<file path="src/switch_bank_defs.svh">
//////////////////////////////////////////////////
// Build-time constants for the switch bank
// SW_INDEX_W must be wide enough to number SW_COUNT
// switches, and SW_DEBOUNCE_W must hold the value
// SW_DEBOUNCE_CLKS without wrapping
//////////////////////////////////////////////////

`ifndef SWITCH_BANK_DEFS_SVH
`define SWITCH_BANK_DEFS_SVH

// Number of mechanical switches in the bank
`define SW_COUNT 4

// Bits needed to number one switch
`define SW_INDEX_W 2

// Consecutive differing cycles before a new level is taken
`define SW_DEBOUNCE_CLKS 16

// Width of the per-switch debounce counter
`define SW_DEBOUNCE_W 5

`endif

</file>
<file path="src/switch_bank_pkg.sv">
//////////////////////////////////////////////////
// Shared types for the switch bank
// Widths come from the `define header, so every
// user of these types sees the same sizes
//////////////////////////////////////////////////

`include "switch_bank_defs.svh"

package switch_bank_pkg;

  // One bit per switch, bit i belongs to switch i
  typedef logic [`SW_COUNT-1:0] sw_vec_t;

  // Number of a single switch
  typedef logic [`SW_INDEX_W-1:0] sw_index_t;

  // Count of consecutive cycles the input has differed from the output
  typedef logic [`SW_DEBOUNCE_W-1:0] debounce_cnt_t;

  // Handshake state of the event queue
  // idle          no request out, free to pick the next pending switch
  // req_high      request is out and the payload is frozen
  // wait_ack_low  request dropped, host must release ack before the next one
  typedef enum logic [1:0] {
    idle,
    req_high,
    wait_ack_low
  } evq_state_t;

endpackage

</file>
<file path="src/io_synchronizer.sv">
//////////////////////////////////////////////////
// Two-flop synchronizer for one asynchronous pin
// The output follows the input two clk edges later
// and reads zero while in reset
//////////////////////////////////////////////////

`timescale 1ns/100ps
`default_nettype none

module io_synchronizer (
  input  wire  clk,
  input  wire  rst_n,
  input  logic bit_ingress,
  output logic bit_egress
);

  // First stage may go metastable, it is never used outside this module
  logic meta_q;

  always_ff @(posedge clk or negedge rst_n) begin
    if (!rst_n) begin
      meta_q     <= 1'b0;
      bit_egress <= 1'b0;
    end else begin
      // The second stage gives the first a full cycle to settle
      meta_q     <= bit_ingress;
      bit_egress <= meta_q;
    end
  end

endmodule

`default_nettype wire

</file>
<file path="src/switch_core.sv">
//////////////////////////////////////////////////
// Synchronizer and counting debouncer for one switch
// A stable pin change reaches switch_out after
// 2 + debounce_clks + 1 cycles. debounce_clks must
// fit in debounce_cnt_t. The output resets to zero
//////////////////////////////////////////////////

`timescale 1ns/100ps
`default_nettype none
`include "switch_bank_defs.svh"

module switch_core #(
  parameter int debounce_clks = `SW_DEBOUNCE_CLKS
) (
  input  wire  clk,
  input  wire  rst_n,
  input  logic switch_in_pin,
  output logic switch_out
);

  // Pin after the two-flop synchronizer
  logic                          sync_level;

  // Cycles that sync_level has differed from switch_out
  switch_bank_pkg::debounce_cnt_t debounce_cnt;

  // Terminal count in the counter's own width
  switch_bank_pkg::debounce_cnt_t debounce_max;

  // Input and output disagree, so a change may be on its way
  logic                          level_differs;

  assign debounce_max  = switch_bank_pkg::debounce_cnt_t'(debounce_clks);
  assign level_differs = (sync_level != switch_out);

  //////////////////////////////////////////////////
  // Synchronizer
  //////////////////////////////////////////////////

  io_synchronizer sync_i (
    .clk         (clk),
    .rst_n       (rst_n),
    .bit_ingress (switch_in_pin),
    .bit_egress  (sync_level)
  );

  //////////////////////////////////////////////////
  // Debouncer
  //////////////////////////////////////////////////

  // The counter only runs while the synchronized pin and the debounced
  // level disagree. Any cycle of agreement clears it, so a bounce or a
  // glitch that returns before the terminal count leaves no trace
  always_ff @(posedge clk or negedge rst_n) begin
    if (!rst_n) begin
      switch_out   <= 1'b0;
      debounce_cnt <= '0;
    end else begin
      if (level_differs) begin
        if (debounce_cnt == debounce_max) begin
          // Held long enough, take the new level and start over
          switch_out   <= sync_level;
          debounce_cnt <= '0;
        end else begin
          debounce_cnt <= debounce_cnt + 1'b1;
        end
      end else begin
        // Input went back to the current level
        debounce_cnt <= '0;
      end
    end
  end

endmodule

`default_nettype wire

</file>
<file path="src/switch_event_queue.sv">
//////////////////////////////////////////////////
// Change detection and host reporting for the bank
// One event per pending switch, lowest index first,
// over a four-phase req/ack handshake. Repeated
// changes of a switch that is still pending merge
// into one event. No time stamp is kept
//////////////////////////////////////////////////

`timescale 1ns/100ps
`default_nettype none
`include "switch_bank_defs.svh"

module switch_event_queue (
  input  wire                        clk,
  input  wire                        rst_n,
  input  switch_bank_pkg::sw_vec_t   levels,
  output logic                       event_req,
  output switch_bank_pkg::sw_index_t event_index,
  output logic                       event_level,
  input  logic                       event_ack
);

  // Debounced levels of the previous cycle
  switch_bank_pkg::sw_vec_t    levels_q;

  // Switches whose level changed and which have not been reported yet
  switch_bank_pkg::sw_vec_t    pending;

  // Switches that changed in the current cycle
  switch_bank_pkg::sw_vec_t    changed;

  // Pending bit to drop when the host accepts the current event
  switch_bank_pkg::sw_vec_t    clear_mask;

  // Lowest pending switch and whether there is any at all
  switch_bank_pkg::sw_index_t  sel_index;
  logic                        any_pending;

  // Handshake state
  switch_bank_pkg::evq_state_t state;

  //////////////////////////////////////////////////
  // Change detection
  //////////////////////////////////////////////////

  assign changed = levels ^ levels_q;

  always_ff @(posedge clk or negedge rst_n) begin
    if (!rst_n) begin
      levels_q <= '0;
    end else begin
      levels_q <= levels;
    end
  end

  //////////////////////////////////////////////////
  // Pending flags
  //////////////////////////////////////////////////

  // The host accepts an event when ack is seen high in req_high
  always_comb begin
    clear_mask = '0;
    if (state == switch_bank_pkg::req_high && event_ack) begin
      clear_mask[event_index] = 1'b1;
    end
  end

  // New changes are OR-ed in after the clear, so a switch that changes
  // again in the very cycle of its ack stays pending for a later event
  always_ff @(posedge clk or negedge rst_n) begin
    if (!rst_n) begin
      pending <= '0;
    end else begin
      pending <= (pending & ~clear_mask) | changed;
    end
  end

  //////////////////////////////////////////////////
  // Lowest-index selection
  //////////////////////////////////////////////////

  // Scan from the top down so the lowest set bit is written last and wins
  always_comb begin
    sel_index = '0;
    for (int i = `SW_COUNT - 1; i >= 0; i--) begin
      if (pending[i]) begin
        sel_index = switch_bank_pkg::sw_index_t'(i);
      end
    end
  end

  assign any_pending = |pending;

  //////////////////////////////////////////////////
  // Host handshake
  //////////////////////////////////////////////////

  always_ff @(posedge clk or negedge rst_n) begin
    if (!rst_n) begin
      state       <= switch_bank_pkg::idle;
      event_req   <= 1'b0;
      event_index <= '0;
      event_level <= 1'b0;
    end else begin
      case (state)
        switch_bank_pkg::idle: begin
          // A new request only goes out while the host holds ack low
          if (any_pending && !event_ack) begin
            event_index <= sel_index;
            event_level <= levels[sel_index];
            event_req   <= 1'b1;
            state       <= switch_bank_pkg::req_high;
          end
        end
        switch_bank_pkg::req_high: begin
          // Payload stays frozen until the host acknowledges
          if (event_ack) begin
            event_req <= 1'b0;
            state     <= switch_bank_pkg::wait_ack_low;
          end
        end
        switch_bank_pkg::wait_ack_low: begin
          // Close the fourth phase before looking at the flags again
          if (!event_ack) begin
            state <= switch_bank_pkg::idle;
          end
        end
        default: begin
          event_req <= 1'b0;
          state     <= switch_bank_pkg::idle;
        end
      endcase
    end
  end

endmodule

`default_nettype wire

</file>
<file path="src/switch_bank_top.sv">
//////////////////////////////////////////////////
// Input block for SW_COUNT mechanical switches
// Every pin is synchronized and debounced on its
// own, then one queue reports level changes to a
// host. No interrupt and no register bus
//////////////////////////////////////////////////

`timescale 1ns/100ps
`default_nettype none
`include "switch_bank_defs.svh"

module switch_bank_top (
  input  wire                        clk,
  input  wire                        rst_n,
  input  switch_bank_pkg::sw_vec_t   switch_pins,
  output switch_bank_pkg::sw_vec_t   switch_levels,
  output logic                       event_req,
  output switch_bank_pkg::sw_index_t event_index,
  output logic                       event_level,
  input  logic                       event_ack
);

  // Debounced level of every switch
  switch_bank_pkg::sw_vec_t debounced;

  //////////////////////////////////////////////////
  // One core per pin
  //////////////////////////////////////////////////

  for (genvar i = 0; i < `SW_COUNT; i++) begin : gen_core
    switch_core #(
      .debounce_clks (`SW_DEBOUNCE_CLKS)
    ) core_i (
      .clk           (clk),
      .rst_n         (rst_n),
      .switch_in_pin (switch_pins[i]),
      .switch_out    (debounced[i])
    );
  end

  // The host can also read the levels directly
  assign switch_levels = debounced;

  //////////////////////////////////////////////////
  // Event reporting
  //////////////////////////////////////////////////

  switch_event_queue queue_i (
    .clk         (clk),
    .rst_n       (rst_n),
    .levels      (debounced),
    .event_req   (event_req),
    .event_index (event_index),
    .event_level (event_level),
    .event_ack   (event_ack)
  );

endmodule

`default_nettype wire

</file>
<file path="config.mk">
export PLATFORM = sky130hd
export DESIGN_NAME = switch_bank_top
export DESIGN_NICKNAME = d
export VERILOG_FILES = /design/src/switch_bank_pkg.sv /design/src/io_synchronizer.sv /design/src/switch_core.sv /design/src/switch_event_queue.sv /design/src/switch_bank_top.sv
export VERILOG_INCLUDE_DIRS = /design/src
export SDC_FILE = /design/constraint.sdc
export NUM_CORES = 1
export LEC_CHECK = 0
export BUFFER_PORTS_ARGS = -buffer_cell sky130_fd_sc_hd__buf_2
export CELL_PAD_IN_SITES_DETAIL_PLACEMENT = 1
export CELL_PAD_IN_SITES_GLOBAL_PLACEMENT = 2
export CORE_MARGIN = 2
export CORE_UTILIZATION = 30
export DETAILED_ROUTE_END_ITERATION = 6
export GPL_TIMING_DRIVEN = 0
export PLACE_DENSITY = 0.65
export SYNTH_ARGS = -nofsm -noshare
export SYNTH_HDL_FRONTEND = slang
export SYNTH_SLANG_ARGS = --single-unit
</file>
<file path="constraint.sdc">
create_clock -name clk -period 1.57 [get_ports clk]
set_input_delay 0.0785 -clock clk [delete_from_list [all_inputs] [get_ports clk]]
set_output_delay 0.0785 -clock clk [all_outputs]
set_load 0.02 [all_outputs]
</file>
# Word-level counts from Yosys, hierarchy flattened
# Cells that the tools add are included.
[totals] ff_bits=46 in_bits=7 elab_cells=84 out_inout_bits=8
[op_classes] magnitude_cmp=3 add_sub_neg=4 bitwise=5 n_eq_ne=13 n_mux=24 n_reduce_logical=13
[ops] cell="two-way mux 5 bit" n=8
[ops] cell="adder 5 x 1 -> 5 bit, second input constant" n=4
[ops] cell="equality test 5 bit, second input constant" n=4
[ops] cell="two-way mux 2 bit" n=7
[ops] cell="AND reduction 2 bit" n=5
[ops] cell="< comparator 2 x 3 -> 1 bit, second input constant" n=2
[ops] cell="case mux 2 bit (3 select lines)" n=1
[ops] cell="AND reduction 3 bit" n=2
[ops] cell="AND 4 bit" n=1
[ops] cell="two-way mux 1 bit" n=4
[ops] cell="two-way mux 4 bit" n=1
[ops] cell="inequality test 1 bit" n=4
[ops] cell="inequality test 2 bit, second input constant" n=2
[ops] cell="NOT 4 bit" n=1
[ops] cell="OR 4 bit" n=1
[ops] cell="OR reduction 4 bit" n=1
[ops] cell="XOR 4 bit" n=1
[ops] cell="logical AND 1 bit" n=3
[ops] cell="case mux 1 bit (3 select lines)" n=1
[ops] cell="binary-select mux 1 bit (select 2 bit)" n=1
[ops] cell="demux 1 bit (select 2 bit)" n=1
[ops] cell="equality test 2 x 1 -> 1 bit, second input constant" n=1
[ops] cell="equality test 2 bit, second input constant" n=1
[ops] cell="greater-or-equal comparator 2 x 1 -> 1 bit, second input constant" n=1
[ops] cell="4 further kinds" n=4

# Longest topological paths before layout
# Gate-level depths: netlist (run 1).
[logic_depth] word_depth=8 mapped_depth=5 depth_no_buf=5

# Hierarchy
# A second synthesis (run 1) with hierarchy kept.
[hier_totals] cells_unflattened=165 hier_area_um2=1918.1
[by_module_without_submodules] mod="switch_core" instances=4 seq_area_each_um2=150.1 area_per_inst_um2=279.0 cells_per_inst=25
[by_module_without_submodules] mod="switch_event_queue" instances=1 seq_area_each_um2=350.3 area_per_inst_um2=601.8 cells_per_inst=57
[by_module_without_submodules] mod="io_synchronizer" instances=4 seq_area_each_um2=50.0 area_per_inst_um2=50.0 cells_per_inst=2

# Worst setup path after synthesis (run 1)
# OpenSTA, ideal clock, no wires.
[synth_path] kind="register -> register" start="register queue_i.state[0]" end="register queue_i.event_index[1]" path_buffers=0 t_required_ns=1.487 path_stages_with_launch=4 arrival_ns=1.227 synth_period_minus_slack_ns=1.310 setup_time_ns=0.083 slack_ns=0.260 cell_sequence="dfrtp_1 -> or3_4 -> or4_1 -> o21ai_0"
[synth_via] elab_chain_cells=2
[synth_lines] element="from (decl)" line_no="switch_event_queue.sv:40" text="switch_bank_pkg::evq_state_t state;"
[synth_lines] element="from (signal assigned)" line_no="switch_event_queue.sv:100" text="state <= switch_bank_pkg::idle;"
[synth_lines] element="from (signal assigned)" line_no="switch_event_queue.sv:112" text="state <= switch_bank_pkg::req_high;"
[synth_lines] element="from (signal assigned)" line_no="switch_event_queue.sv:119" text="state <= switch_bank_pkg::wait_ack_low;"
[synth_lines] element="zero test 2 bit" line_no="switch_event_queue.sv:105" text="case (state)"
[synth_lines] element="AND reduction 2 bit (no line)"
[synth_lines] element="to (signal assigned)" line_no="switch_event_queue.sv:109" text="event_index <= sel_index;"
[synth_lines] element="to (decl)" line_no="switch_event_queue.sv:18" text="output switch_bank_pkg::sw_index_t event_index,"
# No other way between the ends.
# A chain may end at the register's enable or synchronous reset.

# Worst setup path after layout (run 1)
[layout_path] start="register queue_i.pending[0]" end="register queue_i.event_level"
[layout_via] elab_chain_cells=3 word_cells_on_any_way=6 classes_between="3 x mux; 3 x reduce/logical"
[layout_lines] element="from (decl)" line_no="switch_event_queue.sv:27" text="switch_bank_pkg::sw_vec_t pending;"
[layout_lines] element="from (signal assigned)" line_no="switch_event_queue.sv:74" text="pending <= (pending & ~clear_mask) | changed;"
[layout_lines] element="two-way mux 2 bit / OR reduction 4 bit (equally long branches)" line_no="switch_event_queue.sv:86, switch_event_queue.sv:92"
[layout_lines] element="binary-select mux 1 bit (select 2 bit) / logical AND 1 bit (equally long branches)" line_no="switch_event_queue.sv:110, switch_event_queue.sv:108"
[layout_lines] element="two-way mux 1 bit (not written as such) / AND reduction 2 bit (equally long branches)"
[layout_lines] element="to (signal assigned)" line_no="switch_event_queue.sv:110" text="event_level <= levels[sel_index];"
[layout_lines] element="to (decl)" line_no="switch_event_queue.sv:19" text="output logic event_level,"
# Parallel ways exist; a longest one is shown, timed or not. The select of a mux whose other input is x is not followed.

==> impl_metrics.ini, run 1 <==
[run_status]
status = finished, violations left
violations = negative hold slack

[setup_path]
r2r_setup_slack_ns = 0.11
cp_slowest_stage_delay_ns = 0.60
rr_worst_depth = 3
slowest_stage = or4_1
r2r-start = queue_i.pending[0]
arrival_ns = 1.63
cp_data_required_time_ns = 1.74
path_cells = or4_1, a31oi_1, a31oi_1
r2r-end = queue_i.event_level
worst-setup-path-type = reg -> reg
crit_top_cell = a31oi_1
start_kind = flop
end_kind = flop
critPathMaxFanout = 7

[final_layout]
num-fill-cells = 720
final_cell_mix = dfrtp_1, nor2_1, buf_2
stdcell_count = 268
finalNetCount = 206
syn2layout_area_growth_pct = 14.9
final_common_cell = dfrtp_1
antenna_cells = 0
drive_gt1_frac = 0.162

[drt]
wl_mm = 3.53
drt_iter0_markers = 34
wl_per_cell_um = 13.2
drc = 0
postRouteAntennaNets = 0
viasPerCell = 4.71
dr.pass1.iters = 4
dr_total_vias = 1263

[global_route]
antenna_found_initial = 0
grt_pass1_vias = 1326
grt_max_degree = 47
grt.overflow.total = 0
grt_usage = 0.108
grt_pass1_wl_mm = 6.09

[pwr]
ir_drop_uv = 573
p_leak_nw = 1.10
power_density_mw_per_mm2 = 1160

[sta]
setup-violations-final = 0
grt_setup_unrepaired = no
holdWs_ns = -0.0484
drv_slew = 0
relSlewSlack = 0.301
post-route-period-util = 0.928
fin_worst_skew_ns = 0.00643
layout_min_cycle_time_ns = 1.46
hold_violations = 46
fin_tns_setup_ns = 0
worst_pin_slew_ns = 1.05
max_freq_mhz = 686

[yosys]
synth.net_count = 181
synthDominantCellAreaShare = 0.590
syn_area_mm2 = 0.00195
ys_seq_area_frac = 0.590
synth_cell_type_count = 29
synth_top_area_cell = dfrtp_1
synth.avg_cell_area_um2 = 11.8
yosys-top-cells-area = dfrtp_1, xor2_1, ha_1
synthCells = 166
ys_warn_count = 0
ys_ff_latch = 46

[cts]
clkLatencyLatePin_ns = 0.29
cts_inserted_buffers = 5
clk_pin_slew_ns = 0.08
cts_max_level = 2
cts_tree = built
clk_path_buf_depth = 2
cts.sinks = 46
clockRootBuffer = clkbuf_8

[placement]
place_congestion = 0.763
io_buffers = 14
dp_hpwl_mm = 2.48
dpl.cell_count = 257

[floorplan]
die_h_um = 84.7
die_width_um = 84.7
die-area_mm2 = 0.00717
coreArea_mm2 = 0.00631
start_util = 0.309
placementRows = 29
io_pins = 15

[hold_path]
hp-class = in -> async

[flow_run]
drv_cap = 0
## cells in the mapped netlist (all sizes together)
| library cell | instances |
|---|---|
| nor4 | 1 |
| a211oi | 1 |
| a21oi | 4 |
| or3 | 1 |
| and2 | 6 |
| inv | 12 |
| nor2b | 1 |
| a21o | 2 |
| nand3 | 8 |
| buf | 4 |
| nand3b | 2 |
| nand2 | 6 |
| and2b | 1 |
| mux2 | 4 |
| xnor2 | 8 |
| nand4 | 2 |
| nor3 | 3 |
| a221o | 1 |
| o31ai | 4 |
| dfrtp | 46 |
| o21a | 1 |
| o41ai | 1 |
| nor2 | 18 |
| ha | 8 |
| a31oi | 2 |
| or4 | 2 |
| o21ai | 3 |
| xor2 | 12 |
| nand4bb | 2 |
## power breakdown
group	switching (mW)	internal (mW)	leakage, nW
clock	0.381	0.299	0.0438
combinational	0.271	0.204	0.450
sequential	0.137	1.30	0.606
total	0.789	1.81	1.10
## area by class of cell
type                    count  area (µm²)  share of cell area
clock buffers               5        68.8              0.0307
multi-input cells         104         732               0.326
plain buffers               4        30.0              0.0134
well taps                  77        96.3              0.0429
repair buffers             18         110              0.0491
inverters                  12        45.0              0.0201
clock inverters             2        10.0             0.00446
flip-flops and latches     46        1150               0.513
## kinds of logic (layout without fill, tap and decap cells)
group / after synthesis / count (layout) / synth area share
AOI/OAI and AO/OA: 19 / 19 / 0.0647
muxes: 4 / 4 / 0.0231
xor gates and xnor gates: 20 / 20 / 0.0897
buffers and inverters: 16 / 41 / 0.0385
DFF: 46 / 46 / 0.590
adders and majority gates: 8 / 8 / 0.0513
and+or+nand+nor: 53 / 53 / 0.143
## registers in the layout (all words and copies together), names as in the netlist
signal / flops
gen_core.core_i.switch_out: 4
gen_core.core_i.sync_i.bit_egress: 4
gen_core.core_i.debounce_cnt: 20
queue_i.state: 2
queue_i.levels_q: 4
gen_core.core_i.sync_i.meta_q: 4
queue_i.event_index: 2
queue_i.event_level: 1
queue_i.event_req: 1
queue_i.pending: 4
## worst max path at each step
stage / start / endpoint / slack (ns) / cells after the start
3_3_place_gp: queue_i.pending[0] / queue_i.event_level / 0.15 / 3
2_1_floorplan: queue_i.state[0] / queue_i.event_index[1] / 0.26 / 3
4_1_cts: queue_i.pending[2] / queue_i.event_index[0] / 0.06 / 3
5_1_grt: queue_i.pending[0] / queue_i.event_level / 0.06 / 3
6_report: queue_i.pending[0] / queue_i.event_level / 0.11 / 3
3_5_place_dp: queue_i.pending[2] / queue_i.event_index[0] / 0.12 / 3
## stage by stage
stage	total power [mW]	worst slack, ns	utilization	hold slack, ns	instance area [µm²]
after floorplan	1.74	0.260	-	-0.217	1950
after global routing	2.77	0.0635	0.355	0.0359	2240
after detailed placement	1.92	0.115	0.336	0.188	2120
final	2.60	0.112	0.355	-0.0484	2240
after global placement	1.89	0.147	0.336	0.186	2120
after CTS	2.63	0.0633	0.354	0.00349	2240
## routing by layer
layer  part of all wire  global-route usage  vias to the layer above
met5                  0                   0                        -
met4              0.016              0.0519                        0
met3              0.035              0.0324                        6
met2               0.48               0.171                       18
met1               0.46               0.135                      635
li1                   -                   -                      604
## worst max-delay path, delay by kind of cell (launching register included)
| family | cells | cell delay (ns) |
|---|---|---|
| DFF | 1 | 0.46 |
| AOI/OAI and AO/OA | 2 | 0.29 |
| and+or+nand+nor | 1 | 0.60 |
## repair_timing
item                                    4_1_cts  5_1_grt
setup buffers                                 0        0
endpoints found under the setup margin        0        3
gates resized for setup                       0        1
hold buffers                                  4        0
hold endpoints to repair                      4        0
No activity file was read; power rests on OpenSTA's default activity.
==> run 2: changes to the inputs <==
- PLACE_DENSITY: 0.65 -> 0.66
- SYNTH_HIERARCHICAL: default -> 1
==> impl_metrics.ini, run 2 <==
[run_status]
status = finished, violations left
violations = negative hold slack

[pwr]
p_sw_frac = 0.307
clock_power_share = 0.252
internal_power_mw = 1.88
ir_drop_uv = 564
power_density_mw_per_mm2 = 1230
power_switching_mw = 0.834
pwr-share-seq = 0.556
pwr-share-comb = 0.191
p_leak_nw = 1.04

[sta]
relSlewSlack = 0.333
max_freq_mhz = 736
drv_slew = 0
fin_tns_setup_ns = 0
layout_min_cycle_time_ns = 1.36
fin_worst_skew_ns = 0.00485
holdWs_ns = -0.0383
hold_violations = 46
grt_setup_unrepaired = no
worst_pin_slew_ns = 1.00
post-route-period-util = 0.865
setup-violations-final = 0

[cts]
cts_tree = built
cts_inserted_buffers = 5
clk_path_buf_depth = 2
clkLatencyLatePin_ns = 0.28
cts.sinks = 46
cts_max_level = 2
clockRootBuffer = clkbuf_8
clk_pin_slew_ns = 0.08
ctsResizeCount = 0

[drt]
wl_per_cell_um = 12.8
dr.pass1.iters = 4
wl_mm = 3.40
drt_iter0_markers = 87
wl_met2_mm = 1.59
postRouteAntennaNets = 0
dr_total_vias = 1235
drt-met1-wl_mm = 1.66
routed.top_layer = met4
viasPerCell = 4.64
drc = 0
met3_length_um = 116

[setup_path]
end_kind = flop
r2r_setup_slack_ns = 0.21
cp_data_required_time_ns = 1.75
start_kind = flop
critPathMaxFanout = 4
worst-setup-path-type = reg -> reg
arrival_ns = 1.53

[yosys]
synth.net_count = 180
ys_ff_latch = 46
synth.avg_cell_area_um2 = 11.6
synth_top_area_cell = dfrtp_1
ys_seq_area_frac = 0.600
synth_edf_count = 0
synth_cell_type_count = 22
yosys.cell_count.top_type = dfrtp_1
yosys-top-cells-area = dfrtp_1, xnor2_1, ha_1
synth_flop_cell = dfrtp_1
synthDominantCellAreaShare = 0.600
ys_warn_count = 6
async_flop_share = 1.00
syn_area_mm2 = 0.00192
synthCells = 165
yosys-top-cells-count = dfrtp_1, nor2_1, nand2_1

[global_route]
grt_usage = 0.110
antenna_found_initial = 0
grt_pass1_wl_mm = 6.13
grt_pass1_vias = 1308
grt.overflow.total = 0
grt_max_degree = 47

[final_layout]
stdcell_count = 266
final_common_cell = dfrtp_1
syn2layout_area_growth_pct = 15.1
regMostFlops = gen_core.core_i/debounce_cnt
drive_gt1_frac = 0.132
antenna_cells = 0
final_cell_mix = dfrtp_1, nor2_1, buf_2
finalNetCount = 205
largest_reg_flops = 20

[floorplan]
die_width_um = 84.0
die_h_um = 84.0
start_util = 0.306
coreArea_mm2 = 0.00628
io_pins = 15
die-area_mm2 = 0.00705
placementRows = 29

[placement]
dpl.cell_count = 256
place_congestion = 0.716
dp_hpwl_mm = 2.46
io_buffers = 14

[hold_path]
hp-class = in -> async

[flow_run]
drv_cap = 0
==> run 2: per-stage QoR <==
stage / worst slack, ns / power (mW) / utilization / cell area, µm²
floorplan: 0.343 / 1.85 / - / 1920
global placement: 0.264 / 2.03 / 0.332 / 2080
detailed placement: 0.216 / 2.05 / 0.332 / 2080
CTS: 0.209 / 2.77 / 0.352 / 2210
global route: 0.0961 / 2.92 / 0.352 / 2210
finish: 0.212 / 2.72 / 0.352 / 2210
==> run 2: layout make-up <==
cell class | instances | area (µm²)
inverters | 10 | 37.5
well taps | 77 | 96.3
multi-input cells | 109 | 729
fillers | 704 | 4070
flip-flops and latches | 46 | 1150
repair buffers | 18 | 110
clock buffers | 6 | 82.6
==> run 2: cell families (layout without fill, tap and decap cells) <==
| group | after synthesis | count (layout) | share of synthesized area |
|---|---|---|---|
| AO/OA/AOI/OAI | 22 | 22 | 0.0750 |
| buffers and inverters | 10 | 34 | 0.0196 |
| multiplexers | 4 | 4 | 0.0235 |
| AND/OR/NAND/NOR | 55 | 55 | 0.138 |
| adder cells (fa/ha/maj) | 8 | 8 | 0.0522 |
| flip-flops | 46 | 46 | 0.600 |
| XOR/XNOR | 20 | 20 | 0.0913 |
==> run 2: path summary, 6_finish.rpt <==
check,to,start,depth (start not counted)
setup / recovery,gen_core[3].core_i/switch_out,gen_core[3].core_i/debounce_cnt[0],5
hold / removal,gen_core[0].core_i/debounce_cnt[0],rst_n,1
setup reg to reg,gen_core[3].core_i/switch_out,gen_core[3].core_i/debounce_cnt[0],5
hold reg to reg,gen_core[2].core_i/sync_i/bit_egress,gen_core[2].core_i/sync_i/meta_q,0
max in group asynchronous,gen_core[1].core_i/sync_i/meta_q,rst_n,1
min in group clk,queue_i/state[1],event_ack,2
==> run 2: per-layer routing <==
| layer | vias up | track usage |
|---|---|---|
| li1 | 591 | - |
| met1 | 627 | 0.144 |
| met2 | 15 | 0.170 |
| met3 | 2 | 0.0326 |
| met4 | 0 | 0.0440 |
| met5 | - | 0 |
==> run 2: what timing repair did <==
action	in CTS	in global routing
hold endpoints to repair	4	0
hold buffers	4	0
setup buffers	0	0
==> run 2: critical path, cell delays in order, from the launching register on <==
cell and delay, ns:
dfrtp_1 0.41, inv_1 0.08, ha_1 0.14, nand2_1 0.07, nor3_1 0.19, mux2_2 0.36
==> run 2: power groups by stage <==
stage	sequential, mW	combinational (mW)	clock [mW]
floorplan	1.55	0.296	0
global placement	1.52	0.507	0
detailed placement	1.53	0.521	0
CTS	1.51	0.531	0.731
global route	1.54	0.590	0.784
finish	1.51	0.520	0.685
